===== src/logic/forth_pkg.sv =====
//############################################################
// shared types for the data stack unit: cell, command and
// controller state, imported by the RTL and the testbench
//############################################################
package forth_pkg;

    typedef logic [31:0] data_t;          // one stack cell

    typedef enum logic [3:0] {
        OP_NOP  = 4'd0,
        OP_PUSH = 4'd1,                   // push literal
        OP_DROP = 4'd2,
        OP_DUP  = 4'd3,
        OP_SWAP = 4'd4,
        OP_OVER = 4'd5,
        OP_ADD  = 4'd6,                   // second + tos
        OP_SUB  = 4'd7,                   // second - tos
        OP_AND  = 4'd8,
        OP_XOR  = 4'd9
    } op_e;

    typedef struct packed {
        op_e   op;                        // opcode, upper 4 bits
        data_t lit;                       // literal for push
    } stack_cmd_t;

    typedef enum logic [1:0] {
        ST_IDLE   = 2'd0,
        ST_FETCH  = 2'd1,
        ST_FINISH = 2'd2
    } ctrl_state_e;

    // tos load source select
    localparam logic [1:0] TOS_LIT  = 2'd0;    // literal
    localparam logic [1:0] TOS_RAM  = 2'd1;    // cell read from ram
    localparam logic [1:0] TOS_ALU  = 2'd2;    // second op tos
    localparam logic [1:0] TOS_ZERO = 2'd3;    // stack went empty

endpackage : forth_pkg


===== src/logic/stack_ram.sv =====
//############################################################
// single-port cell store below tos, sync read and write,
// address picked from the depth counter pointers
//############################################################
`timescale 1ns/1ps

module stack_ram #(
    parameter int DEPTH = 16,
    parameter int SSZ   = $clog2(DEPTH)
) (
    input  logic             clk,
    input  logic             we,
    input  logic             sel_rd,      // 1: rd_ptr, 0: wr_ptr
    input  logic [SSZ-1:0]   wr_ptr,
    input  logic [SSZ-1:0]   rd_ptr,
    input  forth_pkg::data_t wdata,
    output forth_pkg::data_t q
);
    import forth_pkg::*;

    localparam int CELLS = DEPTH - 1;      // tos lives outside

    data_t          mem [CELLS];           // cell array
    logic [SSZ-1:0] addr;

    assign addr = sel_rd ? rd_ptr : wr_ptr; // one port, two pointers

    always_ff @(posedge clk) begin
        if (we) begin
            mem[addr] <= wdata;
        end
        q <= mem[addr];                     // valid next cycle
    end

    // the controller only writes slots that exist
    a_addr_range: assert property (
        @(posedge clk) we |-> (int'(addr) < CELLS)
    ) else $error("stack_ram write outside cell array");

endmodule : stack_ram


===== src/logic/stack_depth.sv =====
//############################################################
// item counter for the stack, tos included; derives the ram
// pointers and the limit flags the controller tests
//############################################################
`timescale 1ns/1ps

module stack_depth #(
    parameter int DEPTH = 16,
    parameter int SSZ   = $clog2(DEPTH)
) (
    input  logic           clk,
    input  logic           rst,
    input  logic           inc,           // item added
    input  logic           dec,           // item removed
    output logic [SSZ:0]   depth,
    output logic [SSZ-1:0] wr_ptr,        // free slot above ram cells
    output logic [SSZ-1:0] rd_ptr,        // top cell held in ram
    output logic           is_full,
    output logic           has_one,
    output logic           has_two
);

    localparam logic [SSZ:0] MAX_ITEMS = (SSZ+1)'(DEPTH);

    logic [SSZ:0] depth_q;

    always_ff @(posedge clk) begin
        if (rst) begin
            depth_q <= '0;
        end else if (inc) begin
            depth_q <= depth_q + 1'b1;
        end else if (dec) begin
            depth_q <= depth_q - 1'b1;
        end
    end

    // ram holds depth-1 cells in slots 0 .. depth-2
    assign wr_ptr  = depth_q[SSZ-1:0] - SSZ'(1);
    assign rd_ptr  = depth_q[SSZ-1:0] - SSZ'(2);

    assign depth   = depth_q;
    assign is_full = (depth_q == MAX_ITEMS);
    assign has_one = |depth_q;
    assign has_two = (depth_q >= (SSZ+1)'(2));   // two operands present

    a_no_inc_full: assert property (
        @(posedge clk) disable iff (rst) !(inc && is_full)
    ) else $error("depth increment while full");

    a_no_dec_empty: assert property (
        @(posedge clk) disable iff (rst) !(dec && !has_one)
    ) else $error("depth decrement while empty");

endmodule : stack_depth


===== src/logic/tos_alu.sv =====
//############################################################
// top of stack register and the alu that folds the second
// cell into it; loads from literal, ram read or alu result
//############################################################
`timescale 1ns/1ps

module tos_alu (
    input  logic             clk,
    input  logic             rst,
    input  logic             load,        // update tos this cycle
    input  logic [1:0]       src,         // TOS_LIT / RAM / ALU / ZERO
    input  forth_pkg::op_e   op,
    input  forth_pkg::data_t lit,
    input  forth_pkg::data_t q,           // second cell from ram
    output forth_pkg::data_t tos
);
    import forth_pkg::*;

    data_t alu_res;
    data_t tos_nxt;

    // second cell is the left operand
    always_comb begin
        case (op)
            OP_ADD:  alu_res = q + tos;   // wraps at 32 bits
            OP_SUB:  alu_res = q - tos;
            OP_AND:  alu_res = q & tos;
            OP_XOR:  alu_res = q ^ tos;
            default: alu_res = q;
        endcase
    end

    always_comb begin
        case (src)
            TOS_LIT: tos_nxt = lit;
            TOS_RAM: tos_nxt = q;
            TOS_ALU: tos_nxt = alu_res;
            default: tos_nxt = '0;       // last item dropped
        endcase
    end

    always_ff @(posedge clk) begin
        if (rst) begin
            tos <= '0;
        end else if (load) begin
            tos <= tos_nxt;
        end
    end

endmodule : tos_alu


===== src/logic/stack_ctrl.sv =====
//############################################################
// command decode and sequencing for the data stack; checks
// limits, drives ram, depth counter and tos strobes
//############################################################
`timescale 1ns/1ps

module stack_ctrl #(
    parameter int DEPTH = 16
) (
    input  logic                  clk,
    input  logic                  rst,
    input  logic                  cmd_valid,   // strobe, taken while idle
    input  forth_pkg::stack_cmd_t cmd,
    input  logic                  is_full,
    input  logic                  has_one,
    input  logic                  has_two,
    output logic                  busy,
    output logic                  err,         // refused command pulse
    output logic                  inc,
    output logic                  dec,
    output logic                  ram_we,
    output logic                  ram_sel_rd,
    output logic                  tos_load,
    output logic [1:0]            tos_src,
    output forth_pkg::op_e        op,
    output forth_pkg::data_t      lit
);
    import forth_pkg::*;

    ctrl_state_e state;
    op_e         op_q;                    // held for the finish cycle
    logic        accept, refuse, go;
    logic        need_one, need_two, grows, two_cyc;

    if (DEPTH < 2) begin : g_depth_chk
        $error("stack depth must hold two operands");
    end

    assign need_one = cmd.op inside {OP_DROP, OP_DUP};
    assign need_two = cmd.op inside {OP_SWAP, OP_OVER, OP_ADD, OP_SUB, OP_AND, OP_XOR};
    assign grows    = cmd.op inside {OP_PUSH, OP_DUP, OP_OVER};
    assign two_cyc  = need_two || (cmd.op == OP_DROP);   // needs second cell

    assign accept = cmd_valid && (state == ST_IDLE);
    assign refuse = (need_one && !has_one) || (need_two && !has_two)
                 || (grows && is_full);
    assign go     = accept && !refuse;

    always_comb begin
        inc        = 1'b0;
        dec        = 1'b0;
        ram_we     = 1'b0;
        ram_sel_rd = 1'b0;
        tos_load   = 1'b0;
        tos_src    = TOS_LIT;
        if (state == ST_IDLE) begin
            if (go) begin
                case (cmd.op)
                    OP_PUSH: begin
                        ram_we   = has_one;   // spill old tos, none when empty
                        tos_load = 1'b1;
                        inc      = 1'b1;
                    end
                    OP_DUP: begin
                        ram_we = 1'b1;        // copy tos to wr_ptr
                        inc    = 1'b1;
                    end
                    OP_NOP: ;
                    default: ram_sel_rd = 1'b1;   // read second cell
                endcase
            end
        end else begin
            // q holds the second cell now
            case (op_q)
                OP_DROP: begin
                    tos_load = 1'b1;
                    tos_src  = has_two ? TOS_RAM : TOS_ZERO;
                    dec      = 1'b1;
                end
                OP_SWAP: begin
                    ram_we     = 1'b1;        // old tos into rd_ptr
                    ram_sel_rd = 1'b1;
                    tos_load   = 1'b1;
                    tos_src    = TOS_RAM;
                end
                OP_OVER: begin
                    ram_we   = 1'b1;          // tos to wr_ptr
                    tos_load = 1'b1;
                    tos_src  = TOS_RAM;
                    inc      = 1'b1;
                end
                default: begin
                    tos_load = 1'b1;          // alu ops
                    tos_src  = TOS_ALU;
                    dec      = 1'b1;
                end
            endcase
        end
    end

    always_ff @(posedge clk) begin
        if (rst) begin
            state <= ST_IDLE;
            busy  <= 1'b0;
            err   <= 1'b0;
        end else begin
            err <= accept && refuse;          // one-cycle pulse
            if (state == ST_IDLE) begin
                if (go && two_cyc) begin
                    state <= ST_FINISH;
                    busy  <= 1'b1;
                end
            end else begin
                state <= ST_IDLE;             // finish lasts one cycle
                busy  <= 1'b0;
            end
        end
    end

    always_ff @(posedge clk) begin
        if (go) begin
            op_q <= cmd.op;
        end
    end

    assign op  = op_q;
    assign lit = cmd.lit;                     // push loads on accept edge

    a_inc_dec_excl: assert property (
        @(posedge clk) disable iff (rst) !(inc && dec)
    ) else $error("depth inc and dec together");

    // operands tested at accept still present when q is used
    a_finish_operands: assert property (
        @(posedge clk) disable iff (rst)
        (state == ST_FINISH) |-> ((op_q == OP_DROP) ? has_one : has_two)
    ) else $error("operand count changed while busy");

endmodule : stack_ctrl


===== src/logic/forth_stack_top.sv =====
//############################################################
// data stack unit top: controller, depth counter, cell ram
// and tos register; DEPTH sets the item limit
//############################################################
`timescale 1ns/1ps

module forth_stack_top #(
    parameter int DEPTH = 16,
    parameter int SSZ   = $clog2(DEPTH)
) (
    input  logic                  clk,
    input  logic                  rst,
    input  logic                  cmd_valid,
    input  forth_pkg::stack_cmd_t cmd,
    output logic                  busy,
    output logic                  err,
    output forth_pkg::data_t      tos,
    output logic [SSZ:0]          depth
);
    import forth_pkg::*;

    logic           inc, dec;
    logic           is_full, has_one, has_two;
    logic [SSZ-1:0] wr_ptr, rd_ptr;
    logic           ram_we, ram_sel_rd;
    logic           tos_load;
    logic [1:0]     tos_src;
    op_e            op;
    data_t          lit, q;

    stack_ctrl #(.DEPTH(DEPTH)) u_ctrl (
        .clk(clk), .rst(rst),
        .cmd_valid(cmd_valid), .cmd(cmd),
        .is_full(is_full), .has_one(has_one), .has_two(has_two),
        .busy(busy), .err(err),
        .inc(inc), .dec(dec),
        .ram_we(ram_we), .ram_sel_rd(ram_sel_rd),
        .tos_load(tos_load), .tos_src(tos_src),
        .op(op), .lit(lit)
    );

    stack_depth #(.DEPTH(DEPTH)) u_depth (
        .clk(clk), .rst(rst),
        .inc(inc), .dec(dec),
        .depth(depth), .wr_ptr(wr_ptr), .rd_ptr(rd_ptr),
        .is_full(is_full), .has_one(has_one), .has_two(has_two)
    );

    stack_ram #(.DEPTH(DEPTH)) u_ram (
        .clk(clk),
        .we(ram_we), .sel_rd(ram_sel_rd),
        .wr_ptr(wr_ptr), .rd_ptr(rd_ptr),
        .wdata(tos),                       // only tos is ever spilled
        .q(q)
    );

    tos_alu u_tos (
        .clk(clk), .rst(rst),
        .load(tos_load), .src(tos_src),
        .op(op), .lit(lit), .q(q),
        .tos(tos)
    );

endmodule : forth_stack_top


===== config.mk =====
export PLATFORM = sky130hd
export DESIGN_NAME = forth_stack_top
export DESIGN_NICKNAME = d
export VERILOG_FILES = /design/src/logic/forth_pkg.sv /design/src/logic/stack_ram.sv /design/src/logic/stack_depth.sv /design/src/logic/tos_alu.sv /design/src/logic/stack_ctrl.sv /design/src/logic/forth_stack_top.sv
export SDC_FILE = /design/constraint.sdc
export NUM_CORES = 1
export LEC_CHECK = 0
export BUFFER_PORTS_ARGS = -buffer_cell sky130_fd_sc_hd__buf_4
export CAP_MARGIN = 0
export CORE_MARGIN = 5
export CORE_UTILIZATION = 55
export CTS_BUF_LIST = sky130_fd_sc_hd__clkbuf_16
export DETAILED_ROUTE_END_ITERATION = 6
export PLACE_DENSITY = 0.7
export SYNTH_ARGS = -nofsm -noshare
export SYNTH_HDL_FRONTEND = slang
export SYNTH_SLANG_ARGS = --single-unit
export TNS_END_PERCENT = 100

===== constraint.sdc =====
create_clock -name clk -period 6.4 [get_ports clk]
set_input_delay 0.96 -clock clk [delete_from_list [all_inputs] [get_ports clk]]
set_output_delay 0.96 -clock clk [all_outputs]
set_load 0.005 [all_outputs]

==> impl_metrics.py <==
metrics = {
    "layout": {
        "n_antenna_cell": 0,
        "area_delta_synth_final_pct": 12.02,
        "finalNetCount": 2344,
        "stdcell_count": 2968,
        "layout_commonest_cell": "edfxtp_1",
        "design_area_um2": 32730,
        "drive_above_1_share": 0.1640,
        "final.fill_count": 4001,
        "layout_common_cells": "edfxtp_1, mux2i_1, buf_4, o22ai_1, nor2_1",
    },
    "worst_setup_path": {
        "critPathCaptureType": "register",
        "worstRegToRegCells": 16,
        "slowest_stage": "nor4b_1",
        "startpoint": "u_tos.tos[2]",
        "crit_family": "simple AND/OR/NAND/NOR gates",
        "arrival_ps": 5840,
        "crit_type": "reg2reg",
        "worstReg2RegStart": "u_tos.tos[2]",
        "path_depth": 16,
        "start_kind": "register",
        "cp_max_fo": 22,
        "critPathRequiredTime_ps": 6950,
        "crit_buf_inv": 1,
        "crit_chain": "buf_4, or3_1, nor3b_1, nor4b_1, nand2_1, nor2_1, a21oi_1, xnor2_1, ha_1, a21o_1, a2111oi_0, or3_1, and3_1, a2111oi_0, o211ai_1, a211oi_1",
        "cpPeakStageDelay_ps": 690,
    },
    "drt": {
        "vias_per_cell": 6.776,
        "wl_met2_um": 39640,
        "post_drt_wl_per_cell_um": 28.56,
        "top_layer_used": "met4",
        "dr_wl_met3_um": 6971,
        "ant_nets": 0,
        "m1WireLength_um": 34960,
        "drt_first_pass_iters": 6,
        "drt_iter0_markers": 2156,
        "drc_errors": 0,
        "dr_total_vias": 20110,
        "drt-total-wl_um": 84770,
    },
    "worst_hold_path": {
        "worstHoldStart": "cmd[35]",
        "hold_path_class": "in2reg",
        "hold_depth": 1,
    },
    "sta": {
        "worstMarginPinSlew_ps": 1348,
        "min_period_over_period": 0.8272,
        "whs_ps": 547.7,
        "layout_min_cycle_time_ps": 5294,
        "setup_ws_ps": 1106,
        "fin_setup_tns_ps": 0,
        "fin_skew_ps": 24.61,
        "fmax_mhz": 188.9,
        "final_max_slew_viol_count": 0,
        "setup_viol": 0,
        "slew_headroom": 0.09163,
        "rsz0062_at_grt": "false",
        "hold_violations": 0,
    },
    "cts": {
        "cts_setup_buffers": 0,
        "cts_buffers": 58,
        "clock_sinks": 555,
        "cts.path.max_buffers": 3,
        "cts_tree": "yes",
        "htreeDepth": 2,
        "clock_latency_ps": 630,
        "cts_resized": 0,
        "cts.clk_slew.worst_paths_ps": 70,
        "hold_buffers": 0,
        "cts-root-buf": "clkbuf_16",
    },
    "synth": {
        "yosysSeqAreaShare": 0.5461,
        "synth_warnings": 0,
        "syn_nets": 2266,
        "synth_flop_cell": "edfxtp_1",
        "synth_edf_count": 484,
        "synth_cell_type_count": 85,
        "syn_inst": 2153,
        "synth-seq-cells": 555,
        "synth_area_um2": 29210,
        "async_flop_share": 0,
        "synth_area_per_cell_um2": 13.57,
    },
    "placement": {
        "place_inst": 2859,
        "placed_area_um2": 30950,
        "place_ws_ps": 1359,
        "portBuffers": 77,
        "gp_congestion": 0.9460,
        "dpl.hpwl_um": 52840,
    },
    "power_and_ir_drop": {
        "switchingPower_uw": 3974,
        "leakagePower_uw": 0.01107,
        "comb_power_share": 0.341,
        "power.density_nw_per_um2": 348.2,
        "vdd_drop_max_uv": 217.5,
        "power.internal_uw": 7420,
        "sw_frac_of_total": 0.3488,
        "clkPwrFrac": 0.277,
        "seq_power_share": 0.382,
    },
    "grt": {
        "grt_start_max_net_pins": 131,
        "grt_pass1_wl_um": 125600,
        "antenna_found_initial": 0,
        "grt_pass1_vias": 19910,
        "track_usage": 0.2889,
        "overflow": 0,
    },
    "status": {
        "outcome": "complete, no violations",
    },
    "floorplanning": {
        "core_area_um2": 52550,
        "die_y_um": 240.5,
        "dieArea_um2": 57830,
        "initial_core_util": 0.5559,
        "die_w_um": 240.5,
        "rows": 84,
        "num_io_pins": 78,
    },
    "run": {
        "maxCapViolations": 0,
    },
}
## worst paths after layout
kind	slack, ps	endpoint
setup / recovery	1110	u_tos.tos[26]
hold / removal	550	u_ctrl.op[3]
setup reg to reg	1110	u_tos.tos[26]
hold reg to reg	650	u_tos.tos[16]
## metrics by stage
stage / util / total power, µW
after global placement: 0.5890 / 8214
after global routing: 0.6228 / 11950
after CTS: 0.6228 / 11400
after floorplan: - / 7083
after detailed placement: 0.5890 / 8240
final: 0.6228 / 11390
## metal layers
layer	global-route usage	up-vias
met2	0.4533	951
li1	-	8823
met3	0.05173	165
met5	0	-
met1	0.4095	10170
met4	0.1040	0
## synthesized netlist by cell type, types with 20 or more instances
cell | number | area share
a21o_1 | 20 | 0.0051
o21ai_0 | 44 | 0.0075
mux2i_1 | 401 | 0.14
a211oi_1 | 53 | 0.014
xor2_1 | 21 | 0.0063
xnor2_1 | 33 | 0.0099
mux4_2 | 94 | 0.072
a21oi_1 | 81 | 0.014
edfxtp_1 | 484 | 0.50
clkbuf_1 | 101 | 0.013
dfxtp_1 | 71 | 0.049
nor3_1 | 25 | 0.0043
inv_1 | 25 | 0.0032
buf_2 | 22 | 0.0038
or3_1 | 37 | 0.0079
nor2_1 | 114 | 0.015
o22a_1 | 32 | 0.0096
o22ai_1 | 100 | 0.021
ha_1 | 72 | 0.031
nand2_1 | 68 | 0.0087
## power groups by stage
| stage | sequential, µW | combinational, µW | clock (µW) |
|---|---|---|---|
| after floorplan | 4280 | 2800 | 0 |
| after global placement | 4420 | 3790 | 0 |
| after detailed placement | 4420 | 3820 | 0 |
| after CTS | 4350 | 3840 | 3210 |
| after global routing | 4360 | 4220 | 3370 |
| final | 4350 | 3890 | 3160 |
## state kept, by name (all words and copies together), names as in the netlist
signal / flops
u_ctrl.err: 1
u_tos.tos: 32
u_ctrl.busy: 1
u_ctrl.op: 4
u_ram.mem: 480
u_depth.depth: 5
u_ram.q: 32
## layout make-up
type	count	area, µm²	area share
Multi-Input combinational cell	1435	12760	0.3898
Inverter	27	103.9	0.003173
Sequential cell	555	15960	0.4877
Clock inverter	49	275.3	0.008411
Tap cell	688	860.8	0.02630
Clock buffer	60	1501	0.04588
Timing Repair Buffer	154	1269	0.03877
## logic make-up (layout without fill, tap and decap cells)
logic type / Yosys count / after routing / synth area share
flip-flops: 555 / 555 / 0.5461
AO/OA/AOI/OAI: 465 / 465 / 0.1117
multiplexers: 506 / 506 / 0.2141
XOR/XNOR: 54 / 54 / 0.01619
AND/OR/NAND/NOR: 336 / 336 / 0.05653
buffers and inverters: 163 / 290 / 0.02317
adder cells (fa/ha/maj): 74 / 74 / 0.03221
No activity file was read; power rests on OpenSTA's default activity.
